File: src/verilog/eth_pkg.sv
package eth_pkg;

    // GMII framing bytes
    localparam logic [7:0]  PREAMBLE_BYTE   = 8'h55;
    localparam logic [7:0]  SFD_BYTE        = 8'hd5;

    localparam logic [15:0] ETH_TYPE_ARP    = 16'h0806;
    localparam logic [47:0] BCAST_MAC       = 48'hffff_ffff_ffff;

    localparam logic [31:0] CRC_POLY        = 32'h04c1_1db7;   // ieee 802.3, normal form

    // 42 bytes of header and arp payload, padded up to 60
    localparam int          MIN_PAYLOAD_PAD = 18;

endpackage

File: src/verilog/arp_pkg.sv
package arp_pkg;

    localparam logic [15:0] HW_TYPE_ETH     = 16'h0001;
    localparam logic [15:0] PROTO_TYPE_IPV4 = 16'h0800;
    localparam logic [7:0]  MAC_LEN         = 8'd6;
    localparam logic [7:0]  IP_LEN          = 8'd4;

    typedef enum logic [15:0] {
        ARP_OP_REQ = 16'd1,
        ARP_OP_REP = 16'd2
    } arp_op_e;

    typedef enum logic [2:0] {
        TX_IDLE,
        TX_WAIT,        // waiting for the arbiter grant
        TX_PREAMBLE,
        TX_ETH_HEAD,
        TX_ARP_HEAD,
        TX_DATA,
        TX_PAD,
        TX_CRC
    } tx_state_e;

    typedef enum logic [2:0] {
        RX_IDLE,
        RX_PREAMBLE,
        RX_HEADER,
        RX_PAYLOAD,
        RX_DROP         // rest of a frame we do not care about
    } rx_state_e;

endpackage

File: src/verilog/arp_rx_parser.sv
module arp_rx_parser #(
    parameter logic [47:0] BOARD_MAC = 48'h12_34_56_78_9a_bc,
    parameter logic [31:0] BOARD_IP  = 32'hc0_a8_01_0a
) (
    input  logic        gmii_tx_clk,
    input  logic        rstn,
    input  logic [7:0]  gmii_rxd,
    input  logic        gmii_rx_dv,
    output logic [47:0] dec_mac,
    output logic [31:0] dec_ip,
    output logic        refresh
);

    arp_pkg::rx_state_e rx_state;
    logic [5:0]         byte_cnt;   // bytes after sfd, saturates at 42
    logic [47:0]        dst_sr;
    logic [7:0]         type_hi;
    logic [15:0]        op_sr;
    logic [47:0]        sha_sr;
    logic [31:0]        spa_sr;
    logic [31:0]        tpa_sr;
    logic               dst_ok;
    logic               type_ok;
    logic               hit;

    assign dst_ok  = (dst_sr == eth_pkg::BCAST_MAC) || (dst_sr == BOARD_MAC);
    assign type_ok = ({type_hi, gmii_rxd} == eth_pkg::ETH_TYPE_ARP);   // valid at byte 13
    assign hit     = (byte_cnt == 6'd42) && (op_sr == arp_pkg::ARP_OP_REQ)
                     && (tpa_sr == BOARD_IP);

    always_ff @(posedge gmii_tx_clk or negedge rstn) begin
        if (!rstn) begin
            rx_state <= arp_pkg::RX_IDLE;
            byte_cnt <= 6'd0;
            refresh  <= 1'b0;
        end else begin
            refresh <= 1'b0;
            case (rx_state)
                arp_pkg::RX_IDLE: begin
                    if (gmii_rx_dv) begin
                        rx_state <= (gmii_rxd == eth_pkg::PREAMBLE_BYTE) ?
                                    arp_pkg::RX_PREAMBLE : arp_pkg::RX_DROP;
                    end
                end
                arp_pkg::RX_PREAMBLE: begin
                    byte_cnt <= 6'd0;
                    if (!gmii_rx_dv) begin
                        rx_state <= arp_pkg::RX_IDLE;
                    end else if (gmii_rxd == eth_pkg::SFD_BYTE) begin
                        rx_state <= arp_pkg::RX_HEADER;
                    end else if (gmii_rxd != eth_pkg::PREAMBLE_BYTE) begin
                        rx_state <= arp_pkg::RX_DROP;
                    end
                end
                arp_pkg::RX_HEADER: begin
                    byte_cnt <= byte_cnt + 6'd1;
                    if (!gmii_rx_dv) begin
                        rx_state <= arp_pkg::RX_IDLE;
                    end else if (byte_cnt == 6'd13) begin
                        rx_state <= (dst_ok && type_ok) ? arp_pkg::RX_PAYLOAD : arp_pkg::RX_DROP;
                    end
                end
                arp_pkg::RX_PAYLOAD: begin
                    if (!gmii_rx_dv) begin
                        rx_state <= arp_pkg::RX_IDLE;
                        refresh  <= hit;    // one cycle after dv falls
                    end else if (byte_cnt != 6'd42) begin
                        byte_cnt <= byte_cnt + 6'd1;
                    end
                end
                default: begin
                    if (!gmii_rx_dv) begin
                        rx_state <= arp_pkg::RX_IDLE;
                    end
                end
            endcase
        end
    end

    // field capture by byte position, arp payload starts at byte 14
    always_ff @(posedge gmii_tx_clk) begin
        if (gmii_rx_dv && rx_state == arp_pkg::RX_HEADER) begin
            if (byte_cnt < 6'd6) begin
                dst_sr <= {dst_sr[39:0], gmii_rxd};
            end
            if (byte_cnt == 6'd12) begin
                type_hi <= gmii_rxd;
            end
        end
        if (gmii_rx_dv && rx_state == arp_pkg::RX_PAYLOAD) begin
            if (byte_cnt inside {[6'd20:6'd21]}) begin
                op_sr <= {op_sr[7:0], gmii_rxd};
            end
            if (byte_cnt inside {[6'd22:6'd27]}) begin
                sha_sr <= {sha_sr[39:0], gmii_rxd};
            end
            if (byte_cnt inside {[6'd28:6'd31]}) begin
                spa_sr <= {spa_sr[23:0], gmii_rxd};
            end
            if (byte_cnt inside {[6'd38:6'd41]}) begin
                tpa_sr <= {tpa_sr[23:0], gmii_rxd};
            end
        end
    end

    always_ff @(posedge gmii_tx_clk) begin
        if (rx_state == arp_pkg::RX_PAYLOAD && !gmii_rx_dv && hit) begin
            dec_mac <= sha_sr;
            dec_ip  <= spa_sr;
        end
    end

endmodule

File: src/verilog/crc32_d8.sv
module crc32_d8 (
    input  logic        gmii_tx_clk,
    input  logic        rstn,
    input  logic [7:0]  data,
    input  logic        crc_en,
    input  logic        crc_clr,
    output logic [31:0] crc_data,
    output logic [7:0]  crc_next
);

    logic [31:0] crc_upd;

    // msb-first register, data bits fed lsb first
    function automatic logic [31:0] crc_step(input logic [31:0] c, input logic [7:0] d);
        logic [31:0] r;
        r = c;
        for (int i = 0; i < 8; i++) begin
            if (r[31] ^ d[i]) begin
                r = {r[30:0], 1'b0} ^ eth_pkg::CRC_POLY;
            end else begin
                r = {r[30:0], 1'b0};
            end
        end
        return r;
    endfunction

    assign crc_upd  = crc_step(crc_data, data);
    assign crc_next = crc_upd[31:24];  // ends up as the low fcs byte once reversed

    always_ff @(posedge gmii_tx_clk or negedge rstn) begin
        if (!rstn) begin
            crc_data <= 32'hffff_ffff;
        end else if (crc_clr) begin
            crc_data <= 32'hffff_ffff;
        end else if (crc_en) begin
            crc_data <= crc_upd;
        end
    end

endmodule

File: src/verilog/arp_tx.sv
module arp_tx #(
    parameter logic [47:0] BOARD_MAC = 48'h12_34_56_78_9a_bc,
    parameter logic [31:0] BOARD_IP  = 32'hc0_a8_01_0a
) (
    input  logic        rstn,
    input  logic        gmii_tx_clk,
    input  logic [47:0] dec_mac,
    input  logic [31:0] dec_ip,
    input  logic        refresh,
    input  logic [31:0] crc_data,
    input  logic [7:0]  crc_next,
    input  logic        arp_tx_sel,
    output logic        gmii_tx_en,
    output logic [7:0]  gmii_txd,
    output logic        crc_en,
    output logic        crc_clr,
    output logic        arp_tx_req,
    output logic        arp_tx_done,
    output logic        arp_working
);

    localparam logic [111:0] ETH_HEAD = {eth_pkg::BCAST_MAC, BOARD_MAC, eth_pkg::ETH_TYPE_ARP};
    localparam logic [63:0]  ARP_HEAD = {arp_pkg::HW_TYPE_ETH, arp_pkg::PROTO_TYPE_IPV4,
                                         arp_pkg::MAC_LEN, arp_pkg::IP_LEN,
                                         16'(arp_pkg::ARP_OP_REP)};

    arp_pkg::tx_state_e cur_state;
    arp_pkg::tx_state_e next_state;
    logic               skip_en;    // current section done, advance
    logic [4:0]         cnt;
    logic [4:0]         last_cnt;
    logic [7:0]         tx_byte;
    logic               tx_done_t;
    logic               take;
    logic [159:0]       arp_data;   // sender mac, sender ip, target mac, target ip

    function automatic logic [7:0] fcs_byte(input logic [7:0] c);
        for (int i = 0; i < 8; i++) begin
            fcs_byte[i] = ~c[7 - i];
        end
    endfunction

    assign take = refresh && (cur_state == arp_pkg::TX_IDLE);  // busy frames ignore refresh

    always_ff @(posedge gmii_tx_clk) begin
        if (take) begin
            arp_data <= {BOARD_MAC, BOARD_IP, dec_mac, dec_ip};
        end
    end

    always_ff @(posedge gmii_tx_clk or negedge rstn) begin
        if (!rstn) begin
            cur_state <= arp_pkg::TX_IDLE;
        end else begin
            cur_state <= next_state;
        end
    end

    always_comb begin
        next_state = cur_state;
        if (skip_en) begin
            case (cur_state)
                arp_pkg::TX_IDLE:     next_state = arp_pkg::TX_WAIT;
                arp_pkg::TX_WAIT:     next_state = arp_pkg::TX_PREAMBLE;
                arp_pkg::TX_PREAMBLE: next_state = arp_pkg::TX_ETH_HEAD;
                arp_pkg::TX_ETH_HEAD: next_state = arp_pkg::TX_ARP_HEAD;
                arp_pkg::TX_ARP_HEAD: next_state = arp_pkg::TX_DATA;
                arp_pkg::TX_DATA:     next_state = arp_pkg::TX_PAD;
                arp_pkg::TX_PAD:      next_state = arp_pkg::TX_CRC;
                default:              next_state = arp_pkg::TX_IDLE;
            endcase
        end
    end

    // byte to send next and the last count of each section
    always_comb begin
        last_cnt = 5'd0;
        tx_byte  = 8'h00;
        case (next_state)
            arp_pkg::TX_PREAMBLE: begin
                last_cnt = 5'd7;
                tx_byte  = (cnt == 5'd7) ? eth_pkg::SFD_BYTE : eth_pkg::PREAMBLE_BYTE;
            end
            arp_pkg::TX_ETH_HEAD: begin
                last_cnt = 5'd13;
                tx_byte  = ETH_HEAD[8 * (13 - cnt) +: 8];
            end
            arp_pkg::TX_ARP_HEAD: begin
                last_cnt = 5'd7;
                tx_byte  = ARP_HEAD[8 * (7 - cnt) +: 8];
            end
            arp_pkg::TX_DATA: begin
                last_cnt = 5'd19;
                tx_byte  = arp_data[8 * (19 - cnt) +: 8];
            end
            arp_pkg::TX_PAD: begin
                last_cnt = 5'(eth_pkg::MIN_PAYLOAD_PAD - 1);
            end
            arp_pkg::TX_CRC: begin
                last_cnt = 5'd3;
                case (cnt[1:0])
                    2'd0:    tx_byte = fcs_byte(crc_next);   // last pad byte still folding in
                    2'd1:    tx_byte = fcs_byte(crc_data[23:16]);
                    2'd2:    tx_byte = fcs_byte(crc_data[15:8]);
                    default: tx_byte = fcs_byte(crc_data[7:0]);
                endcase
            end
            default: ;
        endcase
    end

    always_ff @(posedge gmii_tx_clk or negedge rstn) begin
        if (!rstn) begin
            skip_en     <= 1'b0;
            cnt         <= 5'd0;
            gmii_tx_en  <= 1'b0;
            gmii_txd    <= 8'h00;
            crc_en      <= 1'b0;
            tx_done_t   <= 1'b0;
            arp_tx_req  <= 1'b0;
            arp_working <= 1'b0;
        end else begin
            skip_en    <= 1'b0;
            gmii_tx_en <= !(next_state inside {arp_pkg::TX_IDLE, arp_pkg::TX_WAIT});
            gmii_txd   <= tx_byte;
            crc_en     <= next_state inside {arp_pkg::TX_ETH_HEAD, arp_pkg::TX_ARP_HEAD,
                                             arp_pkg::TX_DATA, arp_pkg::TX_PAD};
            tx_done_t  <= (next_state == arp_pkg::TX_CRC) && (cnt == last_cnt);
            if (next_state == arp_pkg::TX_IDLE) begin
                arp_working <= 1'b0;
                skip_en     <= take;
            end else if (next_state == arp_pkg::TX_WAIT) begin
                arp_tx_req  <= !arp_tx_sel;     // held until the grant shows up
                arp_working <= arp_tx_sel;
                skip_en     <= arp_tx_sel;
            end else if (cnt == last_cnt) begin
                skip_en <= 1'b1;
                cnt     <= 5'd0;
            end else begin
                cnt <= cnt + 5'd1;
            end
        end
    end

    always_ff @(posedge gmii_tx_clk or negedge rstn) begin
        if (!rstn) begin
            arp_tx_done <= 1'b0;
            crc_clr     <= 1'b0;
        end else begin
            arp_tx_done <= tx_done_t;
            crc_clr     <= tx_done_t;   // preset crc for the next frame
        end
    end

endmodule

File: src/verilog/gmii_tx_arbiter.sv
module gmii_tx_arbiter (
    input  logic       gmii_tx_clk,
    input  logic       rstn,
    input  logic       arp_tx_req,
    input  logic       arp_tx_done,
    input  logic       arp_tx_en,
    input  logic [7:0] arp_txd,
    input  logic       user_tx_req,
    input  logic       user_tx_en,
    input  logic [7:0] user_txd,
    output logic       arp_tx_sel,
    output logic       user_tx_sel,
    output logic       gmii_tx_en,
    output logic [7:0] gmii_txd
);

    typedef enum logic [1:0] {
        GNT_FREE,
        GNT_ARP,
        GNT_USER
    } grant_e;

    grant_e grant;

    always_ff @(posedge gmii_tx_clk or negedge rstn) begin
        if (!rstn) begin
            grant <= GNT_FREE;
        end else begin
            case (grant)
                GNT_FREE: begin
                    if (arp_tx_req) begin
                        grant <= GNT_ARP;      // arp first on a tie
                    end else if (user_tx_req) begin
                        grant <= GNT_USER;
                    end
                end
                GNT_ARP: begin
                    if (arp_tx_done) begin
                        grant <= GNT_FREE;
                    end
                end
                GNT_USER: begin
                    if (!user_tx_req) begin
                        grant <= GNT_FREE;     // no preemption by a waiting reply
                    end
                end
                default: grant <= GNT_FREE;
            endcase
        end
    end

    assign arp_tx_sel  = (grant == GNT_ARP);
    assign user_tx_sel = (grant == GNT_USER);

    always_ff @(posedge gmii_tx_clk or negedge rstn) begin
        if (!rstn) begin
            gmii_tx_en <= 1'b0;
            gmii_txd   <= 8'h00;
        end else begin
            gmii_tx_en <= (arp_tx_sel && arp_tx_en) || (user_tx_sel && user_tx_en);
            gmii_txd   <= arp_tx_sel ? arp_txd : (user_tx_sel ? user_txd : 8'h00);
        end
    end

endmodule

File: src/verilog/arp_responder.sv
module arp_responder #(
    parameter logic [47:0] BOARD_MAC = 48'h12_34_56_78_9a_bc,
    parameter logic [31:0] BOARD_IP  = 32'hc0_a8_01_0a
) (
    input  logic       gmii_tx_clk,
    input  logic       rstn,
    input  logic [7:0] gmii_rxd,        // already in the tx clock domain
    input  logic       gmii_rx_dv,
    input  logic       user_tx_req,
    input  logic       user_tx_en,
    input  logic [7:0] user_txd,
    output logic       gmii_tx_en,
    output logic [7:0] gmii_txd,
    output logic       user_tx_sel,
    output logic       arp_working
);

    logic [47:0] dec_mac;
    logic [31:0] dec_ip;
    logic        refresh;
    logic [31:0] crc_data;
    logic [7:0]  crc_next;
    logic        crc_en;
    logic        crc_clr;
    logic        arp_tx_en;
    logic [7:0]  arp_txd;
    logic        arp_tx_req;
    logic        arp_tx_sel;
    logic        arp_tx_done;

    arp_rx_parser #(
        .BOARD_MAC (BOARD_MAC),
        .BOARD_IP  (BOARD_IP)
    ) arp_rx_parser_i (
        .gmii_tx_clk (gmii_tx_clk),
        .rstn        (rstn),
        .gmii_rxd    (gmii_rxd),
        .gmii_rx_dv  (gmii_rx_dv),
        .dec_mac     (dec_mac),
        .dec_ip      (dec_ip),
        .refresh     (refresh)
    );

    arp_tx #(
        .BOARD_MAC (BOARD_MAC),
        .BOARD_IP  (BOARD_IP)
    ) arp_tx_i (
        .rstn        (rstn),
        .gmii_tx_clk (gmii_tx_clk),
        .dec_mac     (dec_mac),
        .dec_ip      (dec_ip),
        .refresh     (refresh),
        .crc_data    (crc_data),
        .crc_next    (crc_next),
        .arp_tx_sel  (arp_tx_sel),
        .gmii_tx_en  (arp_tx_en),
        .gmii_txd    (arp_txd),
        .crc_en      (crc_en),
        .crc_clr     (crc_clr),
        .arp_tx_req  (arp_tx_req),
        .arp_tx_done (arp_tx_done),
        .arp_working (arp_working)
    );

    crc32_d8 crc32_d8_i (
        .gmii_tx_clk (gmii_tx_clk),
        .rstn        (rstn),
        .data        (arp_txd),         // crc runs on the unregistered reply bytes
        .crc_en      (crc_en),
        .crc_clr     (crc_clr),
        .crc_data    (crc_data),
        .crc_next    (crc_next)
    );

    gmii_tx_arbiter gmii_tx_arbiter_i (
        .gmii_tx_clk (gmii_tx_clk),
        .rstn        (rstn),
        .arp_tx_req  (arp_tx_req),
        .arp_tx_done (arp_tx_done),
        .arp_tx_en   (arp_tx_en),
        .arp_txd     (arp_txd),
        .user_tx_req (user_tx_req),
        .user_tx_en  (user_tx_en),
        .user_txd    (user_txd),
        .arp_tx_sel  (arp_tx_sel),
        .user_tx_sel (user_tx_sel),
        .gmii_tx_en  (gmii_tx_en),
        .gmii_txd    (gmii_txd)
    );

endmodule

File: config.mk
export PLATFORM = sky130hd
export DESIGN_NAME = arp_responder
export DESIGN_NICKNAME = d
export VERILOG_FILES = /design/src/verilog/eth_pkg.sv /design/src/verilog/arp_pkg.sv /design/src/verilog/arp_rx_parser.sv /design/src/verilog/crc32_d8.sv /design/src/verilog/arp_tx.sv /design/src/verilog/gmii_tx_arbiter.sv /design/src/verilog/arp_responder.sv
export SDC_FILE = /design/constraint.sdc
export NUM_CORES = 1
export LEC_CHECK = 0
export CAP_MARGIN = 20
export CORE_MARGIN = 2
export CORE_UTILIZATION = 40
export CTS_BUF_LIST = sky130_fd_sc_hd__clkbuf_4 sky130_fd_sc_hd__clkbuf_8
export DETAILED_ROUTE_END_ITERATION = 8
export DONT_BUFFER_PORTS = 1
export GPL_ROUTABILITY_DRIVEN = 0
export GPL_TIMING_DRIVEN = 1
export PLACE_DENSITY = 0.56
export SYNTH_ARGS = -nofsm -noshare
export SYNTH_HDL_FRONTEND = slang
export SYNTH_SLANG_ARGS = --single-unit
export TNS_END_PERCENT = 5
File: constraint.sdc
create_clock -name gmii_tx_clk -period 11.75 [get_ports gmii_tx_clk]
set_input_delay 1.7625 -clock gmii_tx_clk [delete_from_list [all_inputs] [get_ports gmii_tx_clk]]
set_output_delay 1.7625 -clock gmii_tx_clk [all_outputs]
set_load 0.1 [all_outputs]
# After elaboration in Yosys (flattened, before gate mapping)

Index checks and enable logic that the tools add are counted.

ROM bits: 0
Memories kept: 0
Logic and storage cells: 221
Output and inout bits: 11
Bits in latches: 0
RAM bits: 0
Flip-flop bits (word level): 420

$lt $le $gt $ge: 9
Shift operators: 3
Bitwise gates (word level): 50
Add/sub/neg operators: 5
Eq/ne operators: 43
Divide/modulo/power cells: 0
Multiply operators: 0
Multiplexer cells: 44
Reductions and logical operators: 41

Operators by type and width:

| operator                    | number |
|---|---|
| $mux W27                    | 8 |
| $shiftx A160 B33 Y8         | 1 |
| $not A14 Y14                | 8 |
| $shiftx A112 B33 Y8 const A | 1 |
| $mux W32                    | 2 |
| $shiftx A64 B33 Y8 const A  | 1 |
| $eq A48 B45 Y1 const B      | 1 |
| $eq A48 B48 Y1 const B      | 1 |
| $pmux W8 S5                 | 1 |
| $not A1 Y1                  | 34 |
| $eq A32 B32 Y1 const B      | 1 |
| $mux W3                     | 10 |
| $pmux W5 S5                 | 1 |
| $mux W8                     | 3 |
| $pmux W8 S3                 | 1 |
| $eq A3 B3 Y1 const B        | 7 |
| $pmux W3 S7                 | 1 |
| $eq A3 B2 Y1 const B        | 6 |
| $ge A6 B5 Y1 const B        | 3 |
| $le A6 B5 Y1 const B        | 3 |
| $pmux W6 S3                 | 1 |
| $eq A16 B1 Y1 const B       | 1 |
| $eq A16 B12 Y1 const B      | 1 |
| $reduce_and A2 Y1           | 8 |
| 43 further kinds            | 90 |

# Longest topological paths before layout

Gate-level depths: netlist of the first run.

Word-level depth: 19
Depth in mapped cells: 11

# By module

Synthesis of the first run repeated with hierarchy kept, for this count alone.

Cells, all modules: 1043
Area, all modules: 16992.5 µm²

Modules (own cells, without submodules):

| module          | cells an instance | seq. area each (µm²) | times used | area an instance (µm²) |
|---|---|---|---|---|
| arp_rx_parser   | 414               | 8177.8               | 1          | 9085.0 |
| arp_tx          | 417               | 2977.9               | 1          | 5280.1 |
| crc32_d8        | 184               | 840.8                | 1          | 2207.1 |
| gmii_tx_arbiter | 28                | 275.3                | 1          | 420.4 |

# Worst setup path before layout of the first run

Ideal clock, no wire load.

Path type: input to register
From: in gmii_rx_dv
To: reg arp_rx_parser_i.dec_ip[0] (enable)
Path slack: 1.259 ns
Arrival time: 9.777 ns
Path buffers: 0
Cell stages on the path: 3
Cell sequence: and4b_1 > nand4_1 > nor4_1

Word-level cells in the longest chain between the ends: 3

RTL lines:

| item                              | line                 | RTL |
|---|---|---|
| start, declared                   | arp_responder.sv:8   | `input logic gmii_rx_dv,` |
| $logic_not A1 Y1                  | -                    |  |
| $logic_and A1 B1 Y1 (2 in series) | arp_rx_parser.sv:107 | `if (rx_state == arp_pkg::RX_PAYLOAD && !gmii_rx_dv && hit) begin` |
| end signal, assigned              | arp_rx_parser.sv:109 | `dec_ip <= spa_sr;` |
| end, declared                     | arp_rx_parser.sv:10  | `output logic [31:0] dec_ip,` |

No other way between the ends.
A chain may end at the register's enable or synchronous reset.

# Worst setup path after layout of the first run

From: reg arp_tx_i.arp_working
To: out arp_working

RTL lines:

| item                   | line                | RTL |
|---|---|---|
| start, declared        | arp_tx.sv:19        | `output logic arp_working` |
| start signal, assigned | arp_tx.sv:134       | `arp_working <= arp_tx_sel;` |
| end, declared          | arp_responder.sv:15 | `output logic arp_working` |

No word-level cell between the ends.

==> results.ini, run 1 <==
[timing]
final_min_period_over_clock_period_pct = 28.1
final-max-slew-violation-count = 0
final_report_hold_violation_count = 0
clock-skew-final_ns = 0.0229
worst-slew-pin-transition_ns = 1.04
whs_ns = 0.351
period_needed_ns = 3.31
relSlewSlack_pct = 30.1
timing.final.setup_violations = 0
unrepaired_setup_endpoints_after_global_routing = false
max_freq_mhz = 302
finalSetupTns_ns = 0

[clock_tree]
clock_tree_from_tritoncts = built
cts_num_sinks = 420
cts.path.max_buffers = 3
cts_h_tree_depth = 3
cts_setup_buffers = 0
cts_root_buffer = sky130_fd_sc_hd__clkbuf_8
cts.clk_slew.worst_paths_ns = 0.06
numCtsBuffers = 70
insertion_delay_ns = 0.61
ctsHoldBuffers = 0
postCtsResizedCells = 0

[logic_synthesis]
share_of_the_synthesized_area_in_the_top_cell_type_pct = 62.7
synth.avg_cell_area_um2 = 15.9
post_synth_num_cell_types = 73
post_synth_edffs = 344
syn-instance-count = 1036
syn_warnings = 0
ys_async_sr_fraction_pct = 18.1
ys_seq_area_share_pct = 74.4
post-synth-top-area-cell = sky130_fd_sc_hd__edfxtp_1
synthTopCellsByArea = sky130_fd_sc_hd__edfxtp_1 63%, sky130_fd_sc_hd__dfrtp_1 6.7%, sky130_fd_sc_hd__dfstp_2 5.1%
primary_flip_flop_cell_chosen_by_synthesis_mapping = sky130_fd_sc_hd__edfxtp_1
synth.cell_area_um2 = 16500
synth.ff_latch_count = 420
synth_fp_nets = 1077

[floorplan]
io_pins = 32
initial_core_util_pct = 40.5
die_height_um = 207
fp.dieArea_um2 = 42900
core_um2 = 40700
die_w_um = 207
floorplan.rows = 74

[detailed_routing]
final_antenna_net_count = 0
wl_per_cell_um = 18.9
dr.first_iter.drc_count = 693
ratio_of_routed_vias_to_standard_cells = 5.23
vias_after_detailed_routing = 8706
firstDrtPassIters = 5
drt_total_wl_um = 31500
drcViolationCount = 0

[cells_and_area]
design_area_um2 = 18600
layoutNonFillerInstCount = 1666
n_fill_cell = 3566
antennaDiodeCount = 0
area_growth_pct = 12.9
final_layout_size_suffix_gt1_share_pct = 17.5
layout.nets = 1122

[setup_path]
cp_data_arrival_time_ns = 1.54
critical_path_sink_type = primary output
worst_ep_required_time_ns = 9.99
timing.critical_path.from_type = flop
timing.setup.critical_path_class = flop to primary output
maximum_net_fanout_on_the_critical_path = 2

[place]
dp.cells = 1538
placedInstanceArea_um2 = 17100
place.detailed.hpwl_um = 19300
buffer_ports.inserted = 0

[pwr]
combPwrFrac_pct = 0.2
total_switching_power_w = 0.000588
p_int_w = 0.00235
powerDensity_nw_per_um2 = 158
sequentialPowerShare_pct = 54.9
pwr-share-clk_pct = 45.0
ir_worst_vdd_uv = 127
p_leak_nw = 6.26
switching_share_of_power_pct = 20.0

[run_status]
outcome = complete, no violations

[global_routing]
gr-total-overflow = 0
antenna_found_initial = 0
grt_pass1_wl_um = 50100
largest_net_degree_at_the_start_of_global_routing = 82
global_route.usage.total_pct = 14.9
first_global_vias = 8926

[hold_path]
class_of_the_tightest_hold_or_removal_check = flop to flop

[job]
drv.max_cap_violation_count = 0

-- worst paths after layout --
kind,to,slack (ns),startpoint,cells past startpoint
max,arp_working,8.44,arp_tx_i.arp_working$_DFFE_PN0N_,0
min,arp_tx_i.crc_clr$_DFF_PN0_,0.35,arp_tx_i.tx_done_t$_DFF_PN0_,0
max reg2reg,arp_tx_i.gmii_txd[5]$_DFF_PN0_,8.53,arp_tx_i.cnt[2]$_DFFE_PN0P_,7
min reg2reg,arp_tx_i.crc_clr$_DFF_PN0_,0.35,arp_tx_i.tx_done_t$_DFF_PN0_,0
max in group asynchronous,crc32_d8_i.crc_data[17]$_DFFE_PN1P_,10.66,rstn,0
min in group asynchronous,gmii_tx_arbiter_i.grant[0]$_DFFE_PN0P_,0.85,rstn,0
-- area by class of cell --
cell class                      count  area, um2  share of cell area (%)
Timing Repair Buffer               12        134                   0.719
Tap cell                          532        666                    3.58
Multi-Input combinational cell    547       3970                    21.3
Clock buffer                       99       1230                    6.61
Clock inverter                     26        223                    1.20
Inverter                           30        113                   0.605
Sequential cell                   420      12300                    65.9
-- cell usage in the layout (no fill, tap or decap), drive strengths merged, types with 9 or more instances in the layout --
| master | Yosys | layout |
|---|---|---|
| a21oi | 47 | 47 |
| a22o | 13 | 13 |
| and3 | 10 | 10 |
| buf | 12 | 12 |
| clkbuf | 27 | 99 |
| clkinv | 2 | 18 |
| dfrtp | 44 | 44 |
| dfstp | 32 | 32 |
| edfxtp | 344 | 344 |
| ha | 20 | 20 |
| inv | 28 | 31 |
| mux4 | 16 | 16 |
| nand2 | 69 | 69 |
| nand2b | 9 | 9 |
| nand3 | 17 | 17 |
| nand4 | 25 | 25 |
| nor2 | 46 | 46 |
| nor2b | 10 | 10 |
| nor3 | 13 | 13 |
| nor4 | 16 | 16 |
| o21ai | 52 | 52 |
| xnor2 | 57 | 57 |
| xor2 | 23 | 23 |
-- metrics by stage --
step / worst slack [ns] / util [%] / total power [W]
3_5_place_dp: 8.01 / 42.0 / 0.00164
3_3_place_gp: 7.99 / 42.0 / 0.00164
2_1_floorplan: 1.26 / - / 0.00164
4_1_cts: 8.38 / 45.5 / 0.00299
6_report: 8.44 / 45.7 / 0.00293
5_1_grt: 8.34 / 45.7 / 0.00304
-- flip-flops by register name, summed over array words and instances, names as in the netlist, 2 cells and up --
signal                      count
arp_rx_parser_i.byte_cnt        6
arp_rx_parser_i.dec_ip         32
arp_rx_parser_i.dec_mac        48
arp_rx_parser_i.dst_sr         48
arp_rx_parser_i.op_sr          16
arp_rx_parser_i.rx_state        3
arp_rx_parser_i.sha_sr         48
arp_rx_parser_i.spa_sr         32
arp_rx_parser_i.tpa_sr         32
arp_rx_parser_i.type_hi         8
arp_tx_i.arp_data              80
arp_tx_i.cnt                    5
arp_tx_i.cur_state              3
arp_tx_i.gmii_txd               8
crc32_d8_i.crc_data            32
gmii_tx_arbiter_i.gmii_txd      8
gmii_tx_arbiter_i.grant         2
-- kinds of logic (layout without fill, tap and decap cells) --
family / count (synthesis) / in the layout / synth area share (%)
buffers and inverters: 69 / 167 / 1.67
xor gates and xnor gates: 82 / 82 / 5.21
adders and majority gates: 20 / 20 / 1.52
AOI/OAI and AO/OA: 176 / 176 / 6.94
and+or+nand+nor: 247 / 247 / 7.67
muxes: 22 / 22 / 2.56
DFF: 420 / 420 / 74.4
-- routing by layer --
metal	GRT usage [%]	part of all wire, %	up-vias
li1	-	-	4061
met3	3.84	4.7	79
met4	7.22	3.6	0
met5	0	0	-
met1	18.7	43	4352
met2	24.1	49	214
-- power groups by stage --
stage / logic [W] / registers, W / clock network, W
CTS: 0.00000499 / 0.00161 / 0.00137
global placement: 0.00000488 / 0.00164 / 0
finish: 0.00000494 / 0.00161 / 0.00132
floorplan: 0.00000440 / 0.00164 / 0
global route: 0.00000534 / 0.00161 / 0.00143
detailed placement: 0.00000500 / 0.00164 / 0
-- Yosys cell counts, drive strengths merged, types with 17 or more instances --
cell    number
a21oi       47
clkbuf      27
dfrtp       44
dfstp       32
edfxtp     344
ha          20
inv         28
nand2       69
nand3       17
nand4       25
nor2        46
o21ai       52
xnor2       57
xor2        23
No activity file was read; power rests on OpenSTA's default activity.
==> run 2, diff against run 1 <==
--- a/config.mk
+++ b/config.mk
@@ -13,7 +13,7 @@
 export DONT_BUFFER_PORTS = 1
 export GPL_ROUTABILITY_DRIVEN = 0
 export GPL_TIMING_DRIVEN = 1
-export PLACE_DENSITY = 0.56
+export PLACE_DENSITY = 0.58
 export SYNTH_ARGS = -nofsm -noshare
 export SYNTH_HDL_FRONTEND = slang
 export SYNTH_SLANG_ARGS = --single-unit
==> constraint.sdc (replaced) <==
create_clock -name gmii_tx_clk -period 2.8 [get_ports gmii_tx_clk]
set_input_delay 0.42 -clock gmii_tx_clk [delete_from_list [all_inputs] [get_ports gmii_tx_clk]]
set_output_delay 0.42 -clock gmii_tx_clk [all_outputs]
set_load 0.1 [all_outputs]
==> run 2 against run 1 <==
Against the previous run:
- cell area up 1.9%
- clock power rose to 4.0 times the previous value
- sequential power rose to 4.2 times the previous value
- register-to-register slack worse by 8.3 ns
- sequential cell count unchanged
- worst hold slack worse by 0.27 ns
- non-clock buffer count up 41
- worst setup slack worse by 8.2 ns
==> results.ini, run 2 (synthesized netlist as in run 1, its figures left out) <==
[timing]
clock-skew-final_ns = 0.0254
relSlewSlack_pct = 39.3
worst-slew-pin-transition_ns = 0.910
max_freq_mhz = 387
final-max-slew-violation-count = 0
period_needed_ns = 2.58
final_report_hold_violation_count = 0
final_min_period_over_clock_period_pct = 92.2
timing.final.setup_violations = 0
whs_ns = 0.0825
unrepaired_setup_endpoints_after_global_routing = false

[clock_tree]
cts_num_sinks = 420
numCtsBuffers = 71
cts_h_tree_depth = 3
cts.path.max_buffers = 3
cts.clk_slew.worst_paths_ns = 0.06
cts_setup_buffers = 0
insertion_delay_ns = 0.61
clock_tree_from_tritoncts = built
cts_root_buffer = sky130_fd_sc_hd__clkbuf_8

[detailed_routing]
drcViolationCount = 0
drt_total_wl_um = 32500
ratio_of_routed_vias_to_standard_cells = 5.18
dr.first_iter.drc_count = 666
vias_after_detailed_routing = 8828
wl_per_cell_um = 19.1
final_antenna_net_count = 0
firstDrtPassIters = 8

[global_routing]
global_route.usage.total_pct = 15.3
first_global_vias = 9108
antenna_found_initial = 0
gr-total-overflow = 0
largest_net_degree_at_the_start_of_global_routing = 81
grt_pass1_wl_um = 51300

[cells_and_area]
area_growth_pct = 15.1
layout_common_cells = 344 x sky130_fd_sc_hd__edfxtp_1, 74 x sky130_fd_sc_hd__clkbuf_8, 69 x sky130_fd_sc_hd__nand2_1
layout.cells.most_common = sky130_fd_sc_hd__edfxtp_1
layout.nets = 1164
sequential_cell_area_um2 = 12300
final_layout_size_suffix_gt1_share_pct = 18.9
layoutNonFillerInstCount = 1704
largest_register_ffs = 80
design_area_um2 = 19000
multiInputGateArea_um2 = 4010
antennaDiodeCount = 0
n_fill_cell = 3542
registers.top_by_ff_count = arp_tx_i.arp_data

[pwr]
p_total_w = 0.0121
p_leak_nw = 6.45
ir_worst_vdd_uv = 467
powerDensity_nw_per_um2 = 637

[floorplan]
floorplan.rows = 74
die_w_um = 207
initial_core_util_pct = 40.5
die_height_um = 207
io_pins = 32
fp.dieArea_um2 = 42900
core_um2 = 40700

[setup_path]
cp_data_arrival_time_ns = 3.11
critical-path-slowest-cell = sky130_fd_sc_hd__dfrtp_1
maximum_net_fanout_on_the_critical_path = 8
timing.setup.critical_path_class = flop to flop
critical_path_sink_type = flop
crit_path_cell_trace = inv_1 -> ha_1 -> mux2i_1 -> inv_2 -> o211ai_1 -> nand4_1 -> a221oi_4 -> and3_1
worst_path_largest_cell_delay_ns = 0.46
worst_ep_required_time_ns = 3.33
timing.critical_path.from_type = flop

[place]
place.detailed.hpwl_um = 20100
dp.cells = 1561
buffer_ports.inserted = 0
placedInstanceArea_um2 = 17400

[hold_path]
class_of_the_tightest_hold_or_removal_check = primary input to flop

[job]
drv.max_cap_violation_count = 0

[run_status]
outcome = complete, no violations

==> run 2: cell types whose count changed in the layout (fill, tap and decap cells not counted), sizes merged <==
cell / delta
clkinvlp: -3
clkinv: +3
dlygate4sd3: +20
buf: +21
bufinv: -2
clkbuf: -1
==> run 2: layout make-up <==
class	count	share of cell area, %
well taps	532	3.51
multi-input cells	547	21.2
flip-flops and latches	420	64.7
clock inverters	24	0.831
clock buffers	98	6.32
inverters	30	0.593
repair buffers	53	2.93
==> run 2: metal layers <==
layer | GRT usage, % | wire length [um] | vias to the layer above
met3 | 3.40 | 1660 | 82
met5 | 0 | 0 | -
met1 | 20.1 | 14200 | 4357
li1 | - | - | 4133
met4 | 7.24 | 1130 | 0
met2 | 24.3 | 15500 | 256
==> run 2: metrics by stage <==
| stage | util (%) | setup WS [ns] | TNS [ns] |
|---|---|---|---|
| 2_1_floorplan | - | -1.33 | -169.80 |
| 3_3_place_gp | 42.7 | 0.314 | 0 |
| 3_5_place_dp | 42.7 | 0.198 | 0 |
| 4_1_cts | 46.5 | 0.176 | 0 |
| 5_1_grt | 46.6 | 0.0274 | 0 |
| 6_report | 46.6 | 0.219 | 0 |
==> run 2: power by group <==
group / switching, W / total [W] / leakage, nW / internal (W)
combinational: 0.0000545 / 0.0000869 / 1.71 / 0.0000324
sequential: 0.0000545 / 0.00675 / 4.02 / 0.00670
clock: 0.00238 / 0.00525 / 0.721 / 0.00287
==> run 2: timing repair <==
| action | 4_1_cts | 5_1_grt |
|---|---|---|
| hold buffers | 21 | 0 |
| hold endpoints to repair | 137 | 0 |
| endpoints found under the setup margin | 0 | 6 |
| gates resized for setup | 0 | 2 |
==> run 2: path summary, 6_finish.rpt <==
kind                                                 start                                 endpoint  slack, ns  cells past startpoint
setup / recovery           arp_tx_i.cur_state[1]$_DFF_PN0_             arp_tx_i.tx_done_t$_DFF_PN0_       0.22                      8
min in group asynchronous                             rstn           arp_tx_i.gmii_txd[0]$_DFF_PN0_       0.43                      2
max in group asynchronous                             rstn      crc32_d8_i.crc_data[12]$_DFFE_PN1P_       1.99                      2
setup reg to reg           arp_tx_i.cur_state[1]$_DFF_PN0_             arp_tx_i.tx_done_t$_DFF_PN0_       0.22                      8
hold / removal                                 gmii_rxd[7]  arp_rx_parser_i.rx_state[0]$_DFFE_PN0P_       0.08                      2
hold reg to reg               arp_tx_i.tx_done_t$_DFF_PN0_               arp_tx_i.crc_clr$_DFF_PN0_       0.36                      0
==> run 2: critical path, delay by kind of cell (launching register included) <==
kind | cells | cell delay [ns]
AOI/OAI and AO/OA | 2 | 0.68
DFF | 1 | 0.46
and+or+nand+nor | 2 | 0.41
adders and majority gates | 1 | 0.34
muxes | 1 | 0.34
buffers and inverters | 2 | 0.26
